==> config.mk <==
export PLATFORM = sky130hd
export DESIGN_NAME = video_timing
export DESIGN_NICKNAME = d
export VERILOG_FILES = /design/src/hw/bob_pkg.sv /design/src/hw/video_timing.sv
export VERILOG_INCLUDE_DIRS = /design/src /design/src/hw
export SDC_FILE = /design/constraint.sdc
export NUM_CORES = 1
export LEC_CHECK = 0
export BUFFER_PORTS_ARGS = -buffer_cell sky130_fd_sc_hd__buf_2
export CAP_MARGIN = 20
export CELL_PAD_IN_SITES_DETAIL_PLACEMENT = 0
export CELL_PAD_IN_SITES_GLOBAL_PLACEMENT = 1
export CORE_MARGIN = 4
export CORE_UTILIZATION = 45
export CTS_CLUSTER_DIAMETER = 50
export DETAILED_ROUTE_END_ITERATION = 10
export PLACE_DENSITY = 0.88
export SYNTH_ARGS = -nofsm -noshare
export SYNTH_HDL_FRONTEND = slang
export SYNTH_SLANG_ARGS = --single-unit
==> constraint.sdc <==
create_clock -name pix_clk -period 2 [get_ports pix_clk]
set_input_delay 0 -clock pix_clk [delete_from_list [all_inputs] [get_ports pix_clk]]
set_output_delay 0 -clock pix_clk [all_outputs]
set_load 0.05 [all_outputs]
==> src/hw/bob_config.svh <==
`ifndef BOB_CONFIG_SVH
`define BOB_CONFIG_SVH

// ------------------------------
// 720x480p output timing
// ------------------------------
`define BOB_H_ACTIVE  720
`define BOB_H_FP      16
`define BOB_H_SYNC    62
`define BOB_H_BP      60
`define BOB_H_TOTAL   858

`define BOB_V_ACTIVE  480
`define BOB_V_FP      9
`define BOB_V_SYNC    6
`define BOB_V_BP      30
`define BOB_V_TOTAL   525

// ------------------------------
// line buffers and descriptor queue
// ------------------------------
`define BOB_NUM_BUFS  8
`define BOB_BUF_BITS  3
`define BOB_X_BITS    10

`define BOB_Q_DEPTH   16
`define BOB_Q_BITS    4

// drift correction: drop one line per slot while above this fill level
`define BOB_HIGH_WM   12
`define BOB_SAFE_LINE 456

`endif

==> src/hw/bob_pkg.sv <==
`include "bob_config.svh"

package bob_pkg;

    // one stored camera line, as queued for display
    typedef struct packed {
        logic [`BOB_BUF_BITS-1:0] buf_idx;
        logic                     field_start;
    } line_desc_t;

    // registered output timing, one word per pixel clock
    typedef struct packed {
        logic [`BOB_X_BITS-1:0] x;
        logic                   de;
        logic                   hsync;              // active low
        logic                   vsync;              // active low
        logic                   line_start;
        logic                   active_line_start;
        logic                   drift_slot;         // pixel 0 of a late vblank line
    } vid_timing_t;

    // bob phase: first or second showing of a camera line
    typedef enum logic [0:0] {
        PHASE_FIRST  = 1'b0,
        PHASE_REPEAT = 1'b1
    } bob_phase_e;

    // per line decision of the scheduler
    typedef enum logic [1:0] {
        ACT_ADVANCE = 2'd0,
        ACT_REPEAT  = 2'd1,
        ACT_HOLD    = 2'd2,
        ACT_DROP    = 2'd3
    } line_act_e;

endpackage

==> src/hw/video_timing.sv <==
`timescale 1ns/1ps
`include "bob_config.svh"

module video_timing (
    input  logic                 pix_clk,
    input  logic                 resetn,
    output bob_pkg::vid_timing_t timing
);
    import bob_pkg::*;

    localparam int V_BITS = $clog2(`BOB_V_TOTAL);

    localparam logic [`BOB_X_BITS-1:0] H_LAST = `BOB_X_BITS'(`BOB_H_TOTAL - 1);
    localparam logic [`BOB_X_BITS-1:0] H_ACT  = `BOB_X_BITS'(`BOB_H_ACTIVE);
    localparam logic [`BOB_X_BITS-1:0] HS_BEG = `BOB_X_BITS'(`BOB_H_ACTIVE + `BOB_H_FP);
    localparam logic [`BOB_X_BITS-1:0] HS_END =
        `BOB_X_BITS'(`BOB_H_ACTIVE + `BOB_H_FP + `BOB_H_SYNC);

    localparam logic [V_BITS-1:0] V_LAST = V_BITS'(`BOB_V_TOTAL - 1);
    localparam logic [V_BITS-1:0] V_ACT  = V_BITS'(`BOB_V_ACTIVE);
    localparam logic [V_BITS-1:0] VS_BEG = V_BITS'(`BOB_V_ACTIVE + `BOB_V_FP);
    localparam logic [V_BITS-1:0] VS_END = V_BITS'(`BOB_V_ACTIVE + `BOB_V_FP + `BOB_V_SYNC);
    localparam logic [V_BITS-1:0] V_SAFE = V_BITS'(`BOB_SAFE_LINE);

    logic [`BOB_X_BITS-1:0] h_cnt;
    logic [V_BITS-1:0]      v_cnt;
    vid_timing_t            timing_n;

    // free running pixel and line counters
    always_ff @(posedge pix_clk or negedge resetn) begin
        if (!resetn) begin
            h_cnt <= '0;
            v_cnt <= '0;
        end else if (h_cnt == H_LAST) begin
            h_cnt <= '0;
            v_cnt <= (v_cnt == V_LAST) ? '0 : v_cnt + 1'b1;
        end else begin
            h_cnt <= h_cnt + 1'b1;
        end
    end

    // decode the counters into one timing word
    always_comb begin
        timing_n.x                 = h_cnt;
        timing_n.de                = (h_cnt < H_ACT) && (v_cnt < V_ACT);
        timing_n.hsync             = !((h_cnt >= HS_BEG) && (h_cnt < HS_END));
        timing_n.vsync             = !((v_cnt >= VS_BEG) && (v_cnt < VS_END));
        timing_n.line_start        = (h_cnt == '0);
        timing_n.active_line_start = (h_cnt == '0) && (v_cnt < V_ACT);
        // v_cnt never reaches V_TOTAL, so the upper bound holds by itself
        timing_n.drift_slot        = (h_cnt == '0) && (v_cnt >= V_SAFE) && (v_cnt >= V_ACT);
    end

    always_ff @(posedge pix_clk or negedge resetn) begin
        if (!resetn) begin
            timing <= '{x: '0, de: 1'b0, hsync: 1'b1, vsync: 1'b1,
                        line_start: 1'b0, active_line_start: 1'b0, drift_slot: 1'b0};
        end else begin
            timing <= timing_n;
        end
    end

endmodule

==> reports/results.tsv <==
metric	value	unit
DP HPWL	1.999	mm
initial antenna violation count	0	
RSZ-0062 raised after global routing	no	
Final setup viols	0	
worst relative slew slack	0.4791	
Worst-Margin Slew	0.7814	ns
synthesized instance count	137	
Worst Path Arrival	2.07	ns
CTS tree	done	
Starting Density	0.4642	
first-pass GRT wire length	5.175	mm
I/O pin count	18	
Leak	0.8486	nW
crit start category	flop	
Hold WC Path Type	in -> async	
Tot Pwr	1.170	mW
setup bufs post-CTS	0	
gpl congestion	0.8243	
Post-route DRC	0	
H-Tree Depth	2	
critical path endpoint category	flop	
Required @ worst endpoint	2.24	ns
Yosys reg bits	36	
Pre-antenna DRT Iters	4	
Max Cap Viol	0	
worst reg2reg path startpoint	h_cnt[1]	
Cell variety after synth	33	
total global-route track usage	0.1586	
PD cells	651.4	nW/µm²
Post-synth EDFFs	0	
number of global-route vias before repair	1093	
Synth top area share	0.5493	
fraction of layout cells with a size suffix above 1	0.2134	
Placement Rows	21	
Core ar.	3337	µm²
flop2flop setup slack	0.16	ns
Sink Count	36	
# diodes	0	
Clock transition at path regs	0.10	ns
crit path launch	h_cnt[1]	
Root Driver	clkbuf_4	
final hold vios	0	
DIE AREA	4445	µm²
Post-Synthesis Cell Area	1549	µm²
drt wl/cell	13.66	µm
Area Overhead vs Synth	15.91	%
largest area contributor in the netlist	dfrtp_1	
Synth Area per Inst	11.31	µm²
grt total ovfl	0	
IO buf count	17	
DR vias	1095	
Die Wd	66.67	µm
worst vdd ir	0.2689	mV
Post-Syn Nets	146	
WL final	2.869	mm
Die H	66.67	µm
Crit Path Category	reg -> reg	
Iter 0 DRT Violations	43	
outcome	completed	
period utilisation layout	0.9187	
min Tclk post-route	1.837	ns
Slew Limit Fails	0	
Placed Cells	201	
Final Non-Filler Cells	210	
Async SR Flop Fraction	1.000	
nets@finish	172	
worst-path fanout max	6	
synth warn	0	
DRT antenna net count	0	
Max Freq	544.2	MHz
vias per inst	5.214	
Setup Skew	0.009520	ns
CTS max path bufs	2	
Seq/Total Area, Yosys	0.5832	
Num CTS Buffers	5	
top cells by area, synth	dfrtp_1, ha_1, nand3_1	
Critical R2R Capture	v_cnt[9]	
Reg2Reg Depth	6	
TNS Setup	0	ns
Top FF cell, synth	dfrtp_1	
Clk Latency, worst-skew pair	0.33	ns
largest net degree at the start of global routing	37	
==> repair_timing <==
action,in CTS,in global routing
resized for setup,0,2
setup endpoints to repair,0,2
endpoints found under the hold margin,34,0
hold buffers,1,0
==> flip-flops by register name, summed over array words and instances (netlist names) <==
name and flops:
h_cnt 10, timing 16, v_cnt 10
==> report_power, final <==
group	internal [mW]	switching (mW)	leakage [nW]
Combinational	0.00194	0.0134	0.343
Sequential	0.728	0	0.467
Clock	0.207	0.220	0.0386
==> cell families (layout without fill, tap and decap cells) <==
family          after synthesis  after routing  share of synthesized area
simple gates                 56             56                     0.2036
flops                        36             36                     0.5832
compound gates               15             15                    0.06058
buf+inv                      12             39                    0.03393
xor+xnor                     11             11                    0.06220
fa+ha+maj                     7              7                    0.05654
==> how the worst max path moves through the flow <==
stage,end,slack [ns],cells past startpoint
detailed placement,v_cnt[9],0.18,6
floorplan,v_cnt[9],0.35,7
finish,v_cnt[9],0.16,6
global placement,v_cnt[9],0.28,6
CTS,v_cnt[3],0.14,6
global route,v_cnt[7],0.009,6
==> placed cells by master, fill, tap and decap left out, drive strengths merged <==
master        n
a21oi         2
a22oi         1
a31oi         2
and2          4
and3          2
and4          2
buf          22
clkbuf        8
dfrtp        34
dfstp         2
dlygate4sd3   1
ha            7
inv           8
nand2         7
nand2b        1
nand3        11
nand4         8
nand4b        2
nor2          8
nor3          4
nor3b         1
nor4          2
nor4bb        1
o211ai        2
o21ai         5
o22a          1
o31ai         2
or2           2
or3           1
xnor2         5
xor2          6
==> cell usage after synthesis, types with 2 or more instances <==
cell type  number
xnor2_1         5
dfstp_2         2
and2_1          4
o211ai_1        2
nor2_1          8
o31ai_1         2
a31oi_1         2
nand4_1         8
buf_2           2
a21oi_1         2
inv_1           8
nor3_1          4
nand2_1         7
o21ai_0         5
xor2_1          6
nand4b_1        2
nand3_1        11
and4_1          2
ha_1            7
dfrtp_1        34
and3_1          2
==> worst max-delay path, cell delays in order, from the launching register on <==
cell and delay [ns]:
dfrtp_1 0.44, inv_1 0.13, ha_1 0.17, nand4b_1 0.21, nor4_2 0.48, nand3_1 0.12
and3_1 0.19
==> cell type report <==
cell class | count | area (µm²)
clock buffers | 8 | 68.82
repair buffers | 23 | 132.6
fillers | 301 | 1541
inverters | 8 | 30.03
flip-flops and latches | 36 | 903.4
multi-input cells | 89 | 603.1
well taps | 46 | 57.56
==> per-layer routing <==
| layer | routed length (µm) | track usage | part of all wire | vias to the layer above |
|---|---|---|---|---|
| li1 | - | - | - | 530 |
| met1 | 1285 | 0.1955 | 0.45 | 531 |
| met2 | 1381 | 0.2525 | 0.48 | 30 |
| met3 | 153 | 0.05228 | 0.053 | 4 |
| met4 | 48 | 0.06853 | 0.017 | 0 |
| met5 | 0 | 0 | 0 | - |
==> through the flow <==
step | instance area (µm²) | hold slack [ns] | util | worst slack [ns]
CTS | 1785 | 0.2741 | 0.5351 | 0.1394
finish | 1795 | 0.2704 | 0.5381 | 0.1625
detailed placement | 1707 | 0.1151 | 0.5114 | 0.1845
global route | 1795 | 0.3230 | 0.5381 | 0.008516
global placement | 1707 | 0.1017 | 0.5114 | 0.2833
floorplan | 1549 | -0.2956 | - | 0.3458
Power figures use the tool's default switching activity.
