<file path="config.mk">
export PLATFORM = sky130hd
export DESIGN_NAME = line_scheduler
export DESIGN_NICKNAME = d
export VERILOG_FILES = /design/src/hw/bob_pkg.sv /design/src/hw/line_scheduler.sv
export VERILOG_INCLUDE_DIRS = /design/src /design/src/hw
export SDC_FILE = /design/constraint.sdc
export NUM_CORES = 1
export LEC_CHECK = 0
export ABC_AREA = 1
export BUFFER_PORTS_ARGS = -buffer_cell sky130_fd_sc_hd__buf_2
export CAP_MARGIN = 40
export CORE_ASPECT_RATIO = 2
export CORE_MARGIN = 2
export CORE_UTILIZATION = 45
export DETAILED_ROUTE_END_ITERATION = 10
export SLEW_MARGIN = 25
export SYNTH_ARGS = -nofsm -noshare
export SYNTH_HDL_FRONTEND = slang
export SYNTH_SLANG_ARGS = --single-unit
</file>
<file path="constraint.sdc">
create_clock -name pix_clk -period 5.3 [get_ports pix_clk]
set_input_delay 0.265 -clock pix_clk [delete_from_list [all_inputs] [get_ports pix_clk]]
set_output_delay 0.265 -clock pix_clk [all_outputs]
set_load 0.01 [all_outputs]
</file>
<file path="src/hw/bob_config.svh">
`ifndef BOB_CONFIG_SVH
`define BOB_CONFIG_SVH

// ------------------------------
// 720x480p output timing
// ------------------------------
`define BOB_H_ACTIVE  720
`define BOB_H_FP      16
`define BOB_H_SYNC    62
`define BOB_H_BP      60
`define BOB_H_TOTAL   858

`define BOB_V_ACTIVE  480
`define BOB_V_FP      9
`define BOB_V_SYNC    6
`define BOB_V_BP      30
`define BOB_V_TOTAL   525

// ------------------------------
// line buffers and descriptor queue
// ------------------------------
`define BOB_NUM_BUFS  8
`define BOB_BUF_BITS  3
`define BOB_X_BITS    10

`define BOB_Q_DEPTH   16
`define BOB_Q_BITS    4

// drift correction: drop one line per slot while above this fill level
`define BOB_HIGH_WM   12
`define BOB_SAFE_LINE 456

`endif

</file>
<file path="src/hw/bob_pkg.sv">
`include "bob_config.svh"

package bob_pkg;

    // one stored camera line, as queued for display
    typedef struct packed {
        logic [`BOB_BUF_BITS-1:0] buf_idx;
        logic                     field_start;
    } line_desc_t;

    // registered output timing, one word per pixel clock
    typedef struct packed {
        logic [`BOB_X_BITS-1:0] x;
        logic                   de;
        logic                   hsync;              // active low
        logic                   vsync;              // active low
        logic                   line_start;
        logic                   active_line_start;
        logic                   drift_slot;         // pixel 0 of a late vblank line
    } vid_timing_t;

    // bob phase: first or second showing of a camera line
    typedef enum logic [0:0] {
        PHASE_FIRST  = 1'b0,
        PHASE_REPEAT = 1'b1
    } bob_phase_e;

    // per line decision of the scheduler
    typedef enum logic [1:0] {
        ACT_ADVANCE = 2'd0,
        ACT_REPEAT  = 2'd1,
        ACT_HOLD    = 2'd2,
        ACT_DROP    = 2'd3
    } line_act_e;

endpackage

</file>
<file path="src/hw/line_scheduler.sv">
`timescale 1ns/1ps
`include "bob_config.svh"

module line_scheduler (
    input  logic                      pix_clk,
    input  logic                      resetn,
    input  bob_pkg::vid_timing_t      timing,
    input  bob_pkg::line_desc_t       desc,
    input  logic                      desc_valid,
    output logic [`BOB_NUM_BUFS-1:0]  release_mask,
    output logic [`BOB_BUF_BITS-1:0]  cur_buf,
    output logic                      cur_valid
);
    import bob_pkg::*;

    line_desc_t               q_mem [`BOB_Q_DEPTH];
    logic [`BOB_Q_BITS-1:0]   rd_ptr;
    logic [`BOB_Q_BITS-1:0]   wr_ptr;
    logic [`BOB_Q_BITS:0]     count_q;
    logic [`BOB_Q_BITS:0]     count_pop;
    line_desc_t               head;
    bob_phase_e               phase_q;
    bob_phase_e               phase_n;
    line_act_e                act;
    logic                     do_pop;
    logic                     do_push;
    logic [`BOB_NUM_BUFS-1:0] rel_n;
    logic [`BOB_BUF_BITS-1:0] buf_q;
    logic                     valid_q;

    assign head = q_mem[rd_ptr];

    // ------------------------------
    // per line decision
    // ------------------------------
    always_comb begin
        act       = ACT_HOLD;
        do_pop    = 1'b0;
        rel_n     = '0;
        cur_buf   = buf_q;
        cur_valid = valid_q;
        phase_n   = phase_q;

        if (timing.active_line_start) begin
            if (count_q == '0) begin
                act = (phase_q == PHASE_FIRST) ? ACT_HOLD : ACT_REPEAT;
            end else if (phase_q == PHASE_FIRST || head.field_start) begin
                // a field start cuts the repeat short
                act = ACT_ADVANCE;
            end else begin
                act = ACT_REPEAT;
            end
        end else if (timing.drift_slot && count_q > `BOB_HIGH_WM) begin
            act = ACT_DROP;
        end

        case (act)
            ACT_ADVANCE: begin
                do_pop    = 1'b1;
                if (valid_q) rel_n[buf_q] = 1'b1;
                cur_buf   = head.buf_idx;
                cur_valid = 1'b1;
                phase_n   = PHASE_REPEAT;
            end
            ACT_REPEAT: phase_n = PHASE_FIRST;
            ACT_DROP: begin
                do_pop             = 1'b1;
                rel_n[head.buf_idx] = 1'b1;
            end
            default: ;
        endcase

        // drift slots only occur in vblank, so the next frame starts fresh
        if (timing.drift_slot) phase_n = PHASE_FIRST;

        // incoming descriptor sees the queue after this cycle's pop
        count_pop = do_pop ? count_q - 1'b1 : count_q;
        do_push   = desc_valid && (count_pop != `BOB_Q_DEPTH);
        if (desc_valid && !do_push) rel_n[desc.buf_idx] = 1'b1;
    end

    // ------------------------------
    // queue and state registers
    // ------------------------------
    always_ff @(posedge pix_clk or negedge resetn) begin
        if (!resetn) begin
            rd_ptr       <= '0;
            wr_ptr       <= '0;
            count_q      <= '0;
            phase_q      <= PHASE_FIRST;
            buf_q        <= '0;
            valid_q      <= 1'b0;
            release_mask <= '0;
        end else begin
            if (do_pop) rd_ptr <= rd_ptr + 1'b1;
            if (do_push) wr_ptr <= wr_ptr + 1'b1;
            count_q      <= do_push ? count_pop + 1'b1 : count_pop;
            phase_q      <= phase_n;
            buf_q        <= cur_buf;
            valid_q      <= cur_valid;
            release_mask <= rel_n;
        end
    end

    always_ff @(posedge pix_clk) begin
        if (do_push) q_mem[wr_ptr] <= desc;
    end

endmodule

</file>
==> qor.csv <==
stage;metric;value;unit
finish;multi-input logic area;0.00136;mm²
finish;Fillers;845;
grt;initial antenna violation count;0;
sta;Fin. Hold Viols;0;
finish;sequential cell area;0.00257;mm²
pwr;leak pwr;2.21;nW
floorplan;Die H;142;µm
clock_network;clock root buffer;clkbuf_16;
clock_network;clk sinks;90;
min_path;HP Class;in2reg;
worst_setup_path;Crit. End Element;flop;
worst_setup_path;most frequent cell on the critical path;nand2_1;
placement;Inst Count DP;567;
sta;RSZ-0062 raised after global routing;false;
worst_setup_path;slowest cell delay on critical path;840;ps
grt;GRT Residual Overflow;0;
finish;fin area;0.00476;mm²
drt;DRT antenna net count;0;
logic_synthesis;post-synthesis register bit count;90;
grt;vias in the first global route;3017;
drt;final wirelength;9.17;mm
worst_setup_path;WS Path Type;reg2reg;
logic_synthesis;Synth cell types;25;
finish;layout net count;508;
drt;DR iter-0 viols;161;
logic_synthesis;Synth Area per Inst;9.40;µm²
sta;Slew Limit Fails;0;
worst_setup_path;CP startpoint kind;flop;
pwr;peak supply drop;0.000385;V
drt;Metal-1 WL;3.27;mm
logic_synthesis;commonest register cell after synthesis;edfxtp_1;
finish;layout cell share with drive strength beyond 1;0.0958;
finish;Area Overhead vs Synth;11.4;%
sta;Worst-Margin Slew;778;ps
logic_synthesis;Post-synth ARST share;0.289;
finish;Finished Layout Cells;584;
sta;Worst Slack Setup Final;963;ps
sta;Final Cycle Share;0.818;
placement;placed cell area;0.00445;mm²
finish;Antenna Cells;0;
clock_network;clk slew on worst S/H paths;60;ps
sta;final setup fails;0;
pwr;PwrDens;545;mW/mm²
logic_synthesis;Post-Syn Nets;488;
grt;GRT Overall Usage;0.193;
drt;Routed WL per cell;15.7;µm
logic_synthesis;sequential area share after synthesis;0.602;
drt;DR WL met2;5.15;mm
floorplan;CORE AREA;0.00932;mm²
placement;DP HPWL;6.53;mm
worst_setup_path;CP cell instances;o21ai_0, o211ai_1, nand3_1, nand2_1, nand2_1, a21oi_1, inv_1, ha_1, inv_2, nand2_1, xnor2_1, nor3_2, a21oi_4, nand2_1, nor2_1;
drt;WL met3;227;µm
floorplan;die area;0.0103;mm²
placement;count of input and output buffers;20;
flow_run;Max Cap Viol;0;
clock_network;post_cts resized;0;
clock_network;CTS Buffer Depth;2;
logic_synthesis;EDFF count, synth;64;
logic_synthesis;synthesized netlist cell count;455;
logic_synthesis;YS warnings;0;
floorplan;Cell Rows;50;
drt;Max Used Layer;met4;
sta;relative slew slack;0.482;
drt;residual DRC count;0;
clock_network;H-Tree Depth;3;
grt;first-pass GRT wire length;14.4;mm
placement;Place WS;929;ps
clock_network;worst-skew pair later-pin latency;340;ps
worst_setup_path;Worst Path Required;5280;ps
sta;highest clock rate;231;MHz
logic_synthesis;Mapped Area;0.00428;mm²
outcome;status;completed;
sta;Setup Total Neg Slack;0;ps
worst_setup_path;CP Max Fanout;23;
drt;via-per-instance ratio;5.13;
clock_network;CTS tree;built;
floorplan;Initial Utilization;0.459;
clock_network;total setup buffers inserted after CTS;0;
worst_setup_path;CP max stage cell;dfrtp_1;
sta;post-layout min period;4340;ps
clock_network;TritonCTS buffer count;9;
finish;fin util;0.511;
grt;largest net degree at the start of global routing;39;
drt;1st-pass router iterations;4;
placement;GPL Wtd Cong;0.858;
sta;Fin Clk Skew;10.6;ps
floorplan;I/O pins;35;
drt;total number of vias;2994;
floorplan;Die W;72.9;µm
worst_setup_path;arrival time worst endpoint;4320;ps
[report_power, final]
group	switching, mW	internal [mW]
clock	0.273	0.374
combinational	0.660	0.298
sequential	0.106	0.885
[synthesized netlist by cell type (3+ instances only)]
cell      instances  area [µm²]
a21oi_1           4        20.0
buf_2             6        30.0
buf_4             3        22.5
clkbuf_1          4        15.0
dfrtp_1          26         651
edfxtp_1         64        1920
ha_1             10         125
inv_1            72         270
nand2_1         132         495
nand3_1          39         195
nand4_1           9        56.3
nor2_1           38         143
o211ai_1          4        30.0
o21ai_0          16        80.1
o21ai_1           3        15.0
xnor2_1           4        35.0
xor2_1            9        78.8
[metal layers]
| layer | vias to the layer above | global-route usage |
|---|---|---|
| li1 | 1491 | - |
| met4 | 0 | 0.134 |
| met2 | 70 | 0.359 |
| met1 | 1405 | 0.181 |
| met5 | - | 0 |
| met3 | 28 | 0.0320 |
[timing repair]
item                                    CTS  global route
endpoints found under the setup margin    0             0
hold endpoints to repair                 26             0
hold buffers                              1             0
[cells in the final DEF, fill, tap and decap left out, types with 2 or more instances in the layout]
cell / Yosys / routed
buf_2: 6 / 20
inv_1: 72 / 72
nor2_1: 38 / 38
xnor2_1: 4 / 4
ha_1: 10 / 10
nand3_1: 39 / 39
a21oi_1: 4 / 4
nand2_2: 2 / 2
o21ai_1: 3 / 3
nand4_1: 9 / 9
nor3_1: 2 / 2
o211ai_1: 4 / 4
edfxtp_1: 64 / 64
xor2_1: 9 / 9
inv_6: 0 / 5
clkbuf_16: 0 / 9
nand2_1: 132 / 132
nor3_2: 2 / 2
o21ai_0: 16 / 16
inv_2: 2 / 2
dfrtp_1: 26 / 26
[kinds of logic after synthesis]
kind of cell | count (synthesis) | synth area share
XOR/XNOR | 13 | 0.0266
AND/OR/NAND/NOR | 226 | 0.222
flip-flops | 90 | 0.602
adder cells (fa/ha/maj) | 10 | 0.0293
buffers and inverters | 87 | 0.0808
AO/OA/AOI/OAI | 29 | 0.0395
[final timing paths]
check,from,end,slack [ps],depth (start not counted)
hold reg to reg,valid_q,valid_q,500,2
hold / removal,timing[0],phase_q,100,2
max in group asynchronous,resetn,rd_ptr[0],4420,2
min in group asynchronous,resetn,release_mask[4],480,2
setup / recovery,rd_ptr[1],q_mem[4][1],960,15
setup reg to reg,rd_ptr[1],q_mem[4][1],960,15
[critical path: cells and delay by family (launching register included)]
kind,cells,cell delay [ps]
and+or+nand+nor,7,1090
AOI/OAI and AO/OA,4,890
buffers and inverters,2,340
adders and majority gates,1,430
xor gates and xnor gates,1,350
DFF,1,840
[state kept, by name, indices dropped and copies added (netlist names)]
signal        count
buf_q             3
valid_q           1
phase_q           1
q_mem            64
release_mask      8
count_q           5
wr_ptr            4
rd_ptr            4
[through the flow]
stage               hold WS [ps]  power, mW
global route                 101       2.78
floorplan                  -30.6       1.71
CTS                         85.6       2.62
global placement             308       1.94
detailed placement           315       1.97
finish                      95.1       2.60
[final cells by class]
type / count / area share
flip-flops and latches: 90 / 0.540
well taps: 104 / 0.0273
inverters: 74 / 0.0583
repair buffers: 22 / 0.0247
clock buffers: 9 / 0.0473
clock inverters: 7 / 0.0173
multi-input cells: 278 / 0.285
(Power assumes the default switching activity.)
