--- config.mk ---
export PLATFORM = sky130hd
export DESIGN_NAME = pixel_out
export DESIGN_NICKNAME = d
export VERILOG_FILES = /design/src/hw/bob_pkg.sv /design/src/hw/pixel_out.sv
export VERILOG_INCLUDE_DIRS = /design/src /design/src/hw
export SDC_FILE = /design/constraint.sdc
export NUM_CORES = 1
export LEC_CHECK = 0
export BUFFER_PORTS_ARGS = -buffer_cell sky130_fd_sc_hd__buf_2
export CAP_MARGIN = 10
export CORE_AREA = 4 4 41 43
export DETAILED_ROUTE_END_ITERATION = 16
export DIE_AREA = 0 0 45 47
export PLACE_DENSITY = 0.66
export SKIP_CTS_REPAIR_TIMING = 1
export SYNTH_ARGS = -nofsm -noshare
export SYNTH_HDL_FRONTEND = slang
export SYNTH_SLANG_ARGS = --single-unit
--- constraint.sdc ---
create_clock -name pix_clk -period 1.7 [get_ports pix_clk]
set_input_delay 0.085 -clock pix_clk [delete_from_list [all_inputs] [get_ports pix_clk]]
set_output_delay 0.085 -clock pix_clk [all_outputs]
set_load 0.02 [all_outputs]
--- src/hw/bob_config.svh ---
`ifndef BOB_CONFIG_SVH
`define BOB_CONFIG_SVH

// ------------------------------
// 720x480p output timing
// ------------------------------
`define BOB_H_ACTIVE  720
`define BOB_H_FP      16
`define BOB_H_SYNC    62
`define BOB_H_BP      60
`define BOB_H_TOTAL   858

`define BOB_V_ACTIVE  480
`define BOB_V_FP      9
`define BOB_V_SYNC    6
`define BOB_V_BP      30
`define BOB_V_TOTAL   525

// ------------------------------
// line buffers and descriptor queue
// ------------------------------
`define BOB_NUM_BUFS  8
`define BOB_BUF_BITS  3
`define BOB_X_BITS    10

`define BOB_Q_DEPTH   16
`define BOB_Q_BITS    4

// drift correction: drop one line per slot while above this fill level
`define BOB_HIGH_WM   12
`define BOB_SAFE_LINE 456

`endif

--- src/hw/bob_pkg.sv ---
`include "bob_config.svh"

package bob_pkg;

    // one stored camera line, as queued for display
    typedef struct packed {
        logic [`BOB_BUF_BITS-1:0] buf_idx;
        logic                     field_start;
    } line_desc_t;

    // registered output timing, one word per pixel clock
    typedef struct packed {
        logic [`BOB_X_BITS-1:0] x;
        logic                   de;
        logic                   hsync;              // active low
        logic                   vsync;              // active low
        logic                   line_start;
        logic                   active_line_start;
        logic                   drift_slot;         // pixel 0 of a late vblank line
    } vid_timing_t;

    // bob phase: first or second showing of a camera line
    typedef enum logic [0:0] {
        PHASE_FIRST  = 1'b0,
        PHASE_REPEAT = 1'b1
    } bob_phase_e;

    // per line decision of the scheduler
    typedef enum logic [1:0] {
        ACT_ADVANCE = 2'd0,
        ACT_REPEAT  = 2'd1,
        ACT_HOLD    = 2'd2,
        ACT_DROP    = 2'd3
    } line_act_e;

endpackage

--- src/hw/pixel_out.sv ---
`timescale 1ns/1ps
`include "bob_config.svh"

module pixel_out (
    input  logic                      pix_clk,
    input  logic                      resetn,
    input  bob_pkg::vid_timing_t      timing,
    input  logic [`BOB_BUF_BITS-1:0]  cur_buf,
    input  logic                      cur_valid,
    output logic [`BOB_BUF_BITS-1:0]  rd_buf,
    output logic [`BOB_X_BITS-1:0]    rd_x,
    input  logic [7:0]                rd_data,
    output logic [7:0]                vid_y,
    output logic                      vid_de,
    output logic                      vid_hsync,
    output logic                      vid_vsync
);
    import bob_pkg::*;

    logic y_en;

    // read is issued alongside the registered timing
    assign rd_buf = cur_buf;
    assign rd_x   = timing.x;

    // controls delayed one stage to line up with rd_data
    always_ff @(posedge pix_clk or negedge resetn) begin
        if (!resetn) begin
            vid_de    <= 1'b0;
            vid_hsync <= 1'b1;
            vid_vsync <= 1'b1;
            y_en      <= 1'b0;
        end else begin
            vid_de    <= timing.de;
            vid_hsync <= timing.hsync;
            vid_vsync <= timing.vsync;
            y_en      <= timing.de && cur_valid;
        end
    end

    // black outside active video and before the first shown line
    assign vid_y = y_en ? rd_data : 8'h00;

endmodule

==> results.md, run 1 <==
* Lkg Pwr at 0.0002070 uW
* Num rows at 13
* Core outline area at 0.001301 sq mm
* Setup TNS at 0 ns
* Post-synth EDFFs at 0
* Number of buffers added on ports at 24
* Die Span Y at 47 microns
* CP startpoint kind: flop
* Count leader, synth: buf_4
* Final ANT Viol Nets at 0
* Syn. warnings at 0
* Fmax achieved at 0.9405 GHz
* GRT Util Overall at 5.547%
* Yosys cell types at 4
* Max Cap Violations at 0
* Post-route clock period utilization at 62.54%
* Pwr Density at 785.3 mW/mm^2
* PnR Total Power at 285.9 uW
* HP Start: cur_valid
* Initial antenna violation count at 0
* Clock-pin slew on the worst setup and hold paths at 0.04 ns
* Area leader, netlist: buf_4
* Area of the multi-input gates at 56.30 sq um
* Clock buffer depth at 2
* Min Hold Slack at 0.05508 ns
* Placed insts at 52
* Syn Area/Cell at 9.865 sq um
* Yosys top cell area share at 38.05%
* Met3 usage at 4.598%
* Post-Syn Area at 256.5 sq um
* Worst Setup Path Type: flop to output pin
* # diodes at 0
* Via density at 3.467
* Starting DRT DRC Count at 5
* # DRC at 0
* Largest net degree at the start of global routing at 9
* Tmin final at 1.063 ns
* Die area at 0.002115 sq mm
* Worst VDD drop at 0.2699 mV
* Sequential area share after synthesis at 40.00%
* Worst path required time at 1.62 ns
* Placed cell area at 297.8 sq um
* Met1 Use GR at 3.670%
* Synth area leaders: buf_4, and2_1, dfstp_2, dfrtp_1
* 1st-pass router iterations at 2
* Finished Layout Cells at 60
* Count of final setup violators at 0
* Initial Utilization at 19.71%
* Most used routing layer: met4
* Worst setup EP type: output pin
* Worst hold path type: input pin to flop
* Sequential cell area at 102.6 sq um
* Clock Sinks at 4
* Worst path arrival time at 0.98 ns
* Worst Max-Slew Pin Slew at 0.1666 ns
* WHS Endpoint: y_en
* Synthesized net count at 56
* Placer Congestion at 0.6214
* RSZ-0062 raised after global routing: false
* Global-route wire length before repair at 724 microns
* P&R area growth vs syn at 41.95%
* Net total in the final layout at 76
* Final Hold Vio Count at 0
* DR vias at 208
* GRT overflow at 0
* # IOs at 54
* Share of cells above drive strength 1 at 64.44%
* Routed len/inst at 9.200 microns
* Status: complete, no violations
* Synth cell count leaders: buf_4, and2_1, dfrtp_1, dfstp_2
* TritonCTS buffer count at 3
* Synthesized flop and latch total at 4
* M2 GR Usage at 7.062%
* H-tree Lvls at 1
* Number of global-route vias before repair at 195
* Slew headroom at 88.89%
* Gate count of the mapped netlist at 26
* Root Driver: clkbuf_4
* Die X-Extent at 45 microns
* Final WL at 552 microns
* Max Slew Vio Count at 0
* Final Cell Area at 364.1 sq um
* Ys async rst share at 100.0%
* Worst hold path depth at 2
* Crit path max fanout at 8
* Synth Flop Type: dfstp_2
* CTS tree: done
* Filler Cell Count at 138
-- worst max-delay path by stage --
| stage | startpoint | endpoint | slack [ns] | cells after the start |
|---|---|---|---|---|
| 4_1_cts | y_en | vid_y[4] | 0.60 | 2 |
| 2_1_floorplan | y_en | vid_y[4] | 1.0 | 1 |
| 3_5_place_dp | y_en | vid_y[4] | 0.86 | 2 |
| 3_3_place_gp | y_en | vid_y[4] | 0.87 | 2 |
| 5_1_grt | y_en | vid_y[4] | 0.54 | 2 |
| 6_report | y_en | vid_y[4] | 0.64 | 2 |
-- kinds of logic after synthesis --
group                  count (synthesis)  synth area share [%]
flip-flops                             4                 40.00
buffers and inverters                 13                 38.05
AND/OR/NAND/NOR                        9                 21.95
-- critical path, cell delays in order, from the launching register on --
cell     delay [ns]
dfrtp_1        0.42
and2_1         0.17
buf_2          0.15
-- report_power, final --
part	internal [uW]	switching [uW]
registers	102	2.33
clock network	88.1	40.0
logic	27.7	25.4
total	218	67.8
-- area by class of cell --
class                      count  area share [%]
timing repair buffer          28           43.99
multi-input combinational      9           15.46
sequential                     4           28.18
tap                           15           5.155
clock buffer                   4           7.216
-- per-stage QoR --
stage / util [%] / worst slack (ns)
2_1_floorplan: - / 0.9986
3_3_place_gp: 22.88 / 0.8730
3_5_place_dp: 22.88 / 0.8650
4_1_cts: 24.90 / 0.6029
5_1_grt: 27.98 / 0.5355
6_report: 27.98 / 0.6367
-- per-layer routing --
| metal | wire length (microns) | vias to the layer above |
|---|---|---|
| met5 | 0 | - |
| met3 | 159 | 2 |
| met1 | 157 | 77 |
| met4 | 10 | 0 |
| li1 | - | 103 |
| met2 | 224 | 26 |
-- sequential cells by signal, summed over array words and instances, names as in the netlist --
register / flops
y_en: 1
vid_de: 1
vid_hsync: 1
vid_vsync: 1
-- layout by cell type (no fill, tap or decap) --
cell           synthesis  final
dlygate4sd3_1          0      4
dfrtp_1                2      2
clkbuf_4               0      3
and2_1                 9      9
dfstp_2                2      2
buf_2                  0     24
clkbuf_1               0      1
Note: power is estimated with default switching activity, not from simulation.
==> run 2: changes to the inputs <==
--- a/config.mk
+++ b/config.mk
@@ -6,12 +6,13 @@
 export SDC_FILE = /design/constraint.sdc
 export NUM_CORES = 1
 export LEC_CHECK = 0
+export ABC_AREA = 1
 export BUFFER_PORTS_ARGS = -buffer_cell sky130_fd_sc_hd__buf_2
 export CAP_MARGIN = 10
-export CORE_AREA = 4 4 41 43
+export CORE_AREA = 4 4 42 44
 export DETAILED_ROUTE_END_ITERATION = 16
-export DIE_AREA = 0 0 45 47
-export PLACE_DENSITY = 0.66
+export DIE_AREA = 0 0 46 48
+export PLACE_DENSITY = 0.67
 export SKIP_CTS_REPAIR_TIMING = 1
 export SYNTH_ARGS = -nofsm -noshare
 export SYNTH_HDL_FRONTEND = slang
==> constraint.sdc (replaced) <==
create_clock -name pix_clk -period 0.9 [get_ports pix_clk]
set_input_delay 0.045 -clock pix_clk [delete_from_list [all_inputs] [get_ports pix_clk]]
set_output_delay 0.045 -clock pix_clk [all_outputs]
set_load 0.02 [all_outputs]
==> run 2 against run 1 <==
The flow now finishes with violations (setup timing). Worst hold slack lost 0.055 ns. Total power grew 100%. Final area grew 19%. Clock-buffer cell count is the same. First-iteration DRC count shrank 80%. Clock power grew 91%. Largest cell class unchanged. Sequential cell count is the same. Sequential power grew 92%. Largest power group unchanged. Die area grew 4.4%. Via count grew 24%.
==> results.md, run 2 <==
* Status: finished with violations
* Failing checks: setup timing
* CP max stage delay at 0.45 ns
* GRT overflow at 0
* Initial antenna violation count at 0
* Synth Flop Type: dfstp_2
* Count of final setup violators at 9
* Pwr Density at 1327 mW/mm^2
* Slew headroom at 89.89%
* Core outline area at 0.001436 sq mm
* Placed insts at 62
* P&R area growth vs syn at 58.72%
* Number of buffers added on ports at 24
* Initial Utilization at 18.99%
* Sequential area share after synthesis at 37.61%
* PnR worst setup slack at -0.09616 ns
* Crit path depth at 3
* Count leader, synth: buf_4
* # DRC at 0
* Routed len/inst at 10.97 microns
* Fmax achieved at 1.004 GHz
* # IOs at 54
* Worst-path cell chain: nand2_1, inv_2, buf_6
* Syn. warnings at 0
* 1st-pass router iterations at 2
* CP top delay family: flip-flops
* Commonest non-fill, non-tap cells in the layout: buf_2, nand2_1, buf_6, inv_1, dlygate4sd3_1
* Max Cap Violations at 0
* Worst path required time at 0.85 ns
* Placed cell area at 310.3 sq um
* Worst hold path type: input pin to flop
* Synthesized flop and latch total at 4
* Synthesized net count at 66
* WP buf/inv at 2
* Finished Layout Cells at 70
* Starting DRT DRC Count at 1
* CP startpoint kind: flop
* Via density at 3.686
* Worst path arrival time at 0.95 ns
* Util after Layout at 30.14%
* TritonCTS buffer count at 3
* DR vias at 258
* Post-route clock period utilization at 110.7%
* Final WL at 768 microns
* CTS tree: done
* Post-synth EDFFs at 0
* GRT Util Overall at 6.636%
* Tmin final at 0.9962 ns
* Gate count of the mapped netlist at 36
* Largest net degree at the start of global routing at 9
* Global-route wire length before repair at 1.014 mm
* Final Hold Vio Count at 0
* Root Driver: clkbuf_4
* Die X-Extent at 46 microns
* Post-DP HPWL at 607.6 microns
* Die area at 0.002208 sq mm
* Lkg Pwr at 0.0002790 uW
* Placer Congestion at 0.6995
* Slowest CP cell: dfrtp_2
* Yosys cell types at 6
* Die Span Y at 48 microns
* Clock buffer depth at 2
* Yosys top cell area share at 35.78%
* Synth cell count leaders: buf_4, inv_1, nand2_1, dfrtp_1, dfstp_2
* Clock-pin slew on the worst setup and hold paths at 0.04 ns
* Max Slew Vio Count at 0
* Syn Area/Cell at 7.577 sq um
* Worst Max-Slew Pin Slew at 0.1517 ns
* Num rows at 14
* Final Cell Area at 432.9 sq um
* Worst VDD drop at 0.7180 mV
* Share of cells above drive strength 1 at 61.11%
* # diodes at 0
* Clock Sinks at 4
* Worst Setup Path Type: flop to output pin
* Area leader, netlist: buf_4
* RSZ-0062 raised after global routing: true
* Ys async rst share at 100.0%
* Crit path max fanout at 8
* Worst setup EP type: output pin
* Final ANT Viol Nets at 0
* Synth area leaders: buf_4, dfstp_2, dfrtp_1, inv_1, nand2_1
* Net total in the final layout at 85
* Number of global-route vias before repair at 253
* Worst hold path depth at 3
* Post-Syn Area at 272.8 sq um
* H-tree Lvls at 1
* HP Start: cur_valid
* WHS Endpoint: y_en
* Commonest non-fill, non-tap cell in the layout: buf_2
[run 2: cell count changes in the layout (fill, tap and decap cells not counted), moves of 2 or more]
cell	change
inv_2	+2
buf_6	+8
buf_2	-9
nand2_1	+8
and2_1	-9
inv_1	+7
[run 2: final cells by class]
class | count | area [sq um]
fill | 156 | 1003
timing repair buffer | 28 | 212.7
sequential | 4 | 103.9
multi-input combinational | 9 | 36.28
inverter | 9 | 33.78
clock buffer | 4 | 26.28
tap | 16 | 20.02
[run 2: routing by layer]
layer | vias to the layer above | track usage, % | share of wire [%]
li1 | 120 | - | -
met1 | 105 | 5.556 | 32
met2 | 27 | 7.967 | 36
met3 | 6 | 7.519 | 30
met4 | 0 | 6.818 | 2.1
met5 | - | 0 | 0
[run 2: report_power, final]
group	switching, uW	total [uW]	internal, uW
sequential	8.06	202	194
clock	77.8	244	167
combinational	58.5	128	69.4
total	144	574	430
[run 2: cells by family after synthesis]
| kind of cell | share of synthesized area, % |
|---|---|
| and+or+nand+nor | 12.38 |
| buffers and inverters | 50.00 |
| DFF | 37.62 |
[run 2: metrics by stage]
stage	power, uW	hold slack [ns]	setup TNS [ns]	worst slack (ns)
2_1_floorplan	327.2	-0.2506	0	0.2197
3_3_place_gp	292.9	-0.1514	0	0.1233
3_5_place_dp	294.7	-0.1499	0	0.09604
4_1_cts	552.0	-0.4091	-1.348	-0.1674
5_1_grt	617.6	0.02266	-1.214	-0.1589
6_report	574.3	0.0005443	-0.7003	-0.09616
[run 2: how the worst max path moves through the flow]
| stage | start | end |
|---|---|---|
| after global routing | y_en | vid_y[5] |
| after detailed placement | y_en | vid_y[1] |
| after CTS | y_en | vid_y[1] |
| final | y_en | vid_y[1] |
| after global placement | y_en | vid_y[1] |
| after floorplan | y_en | vid_y[4] |
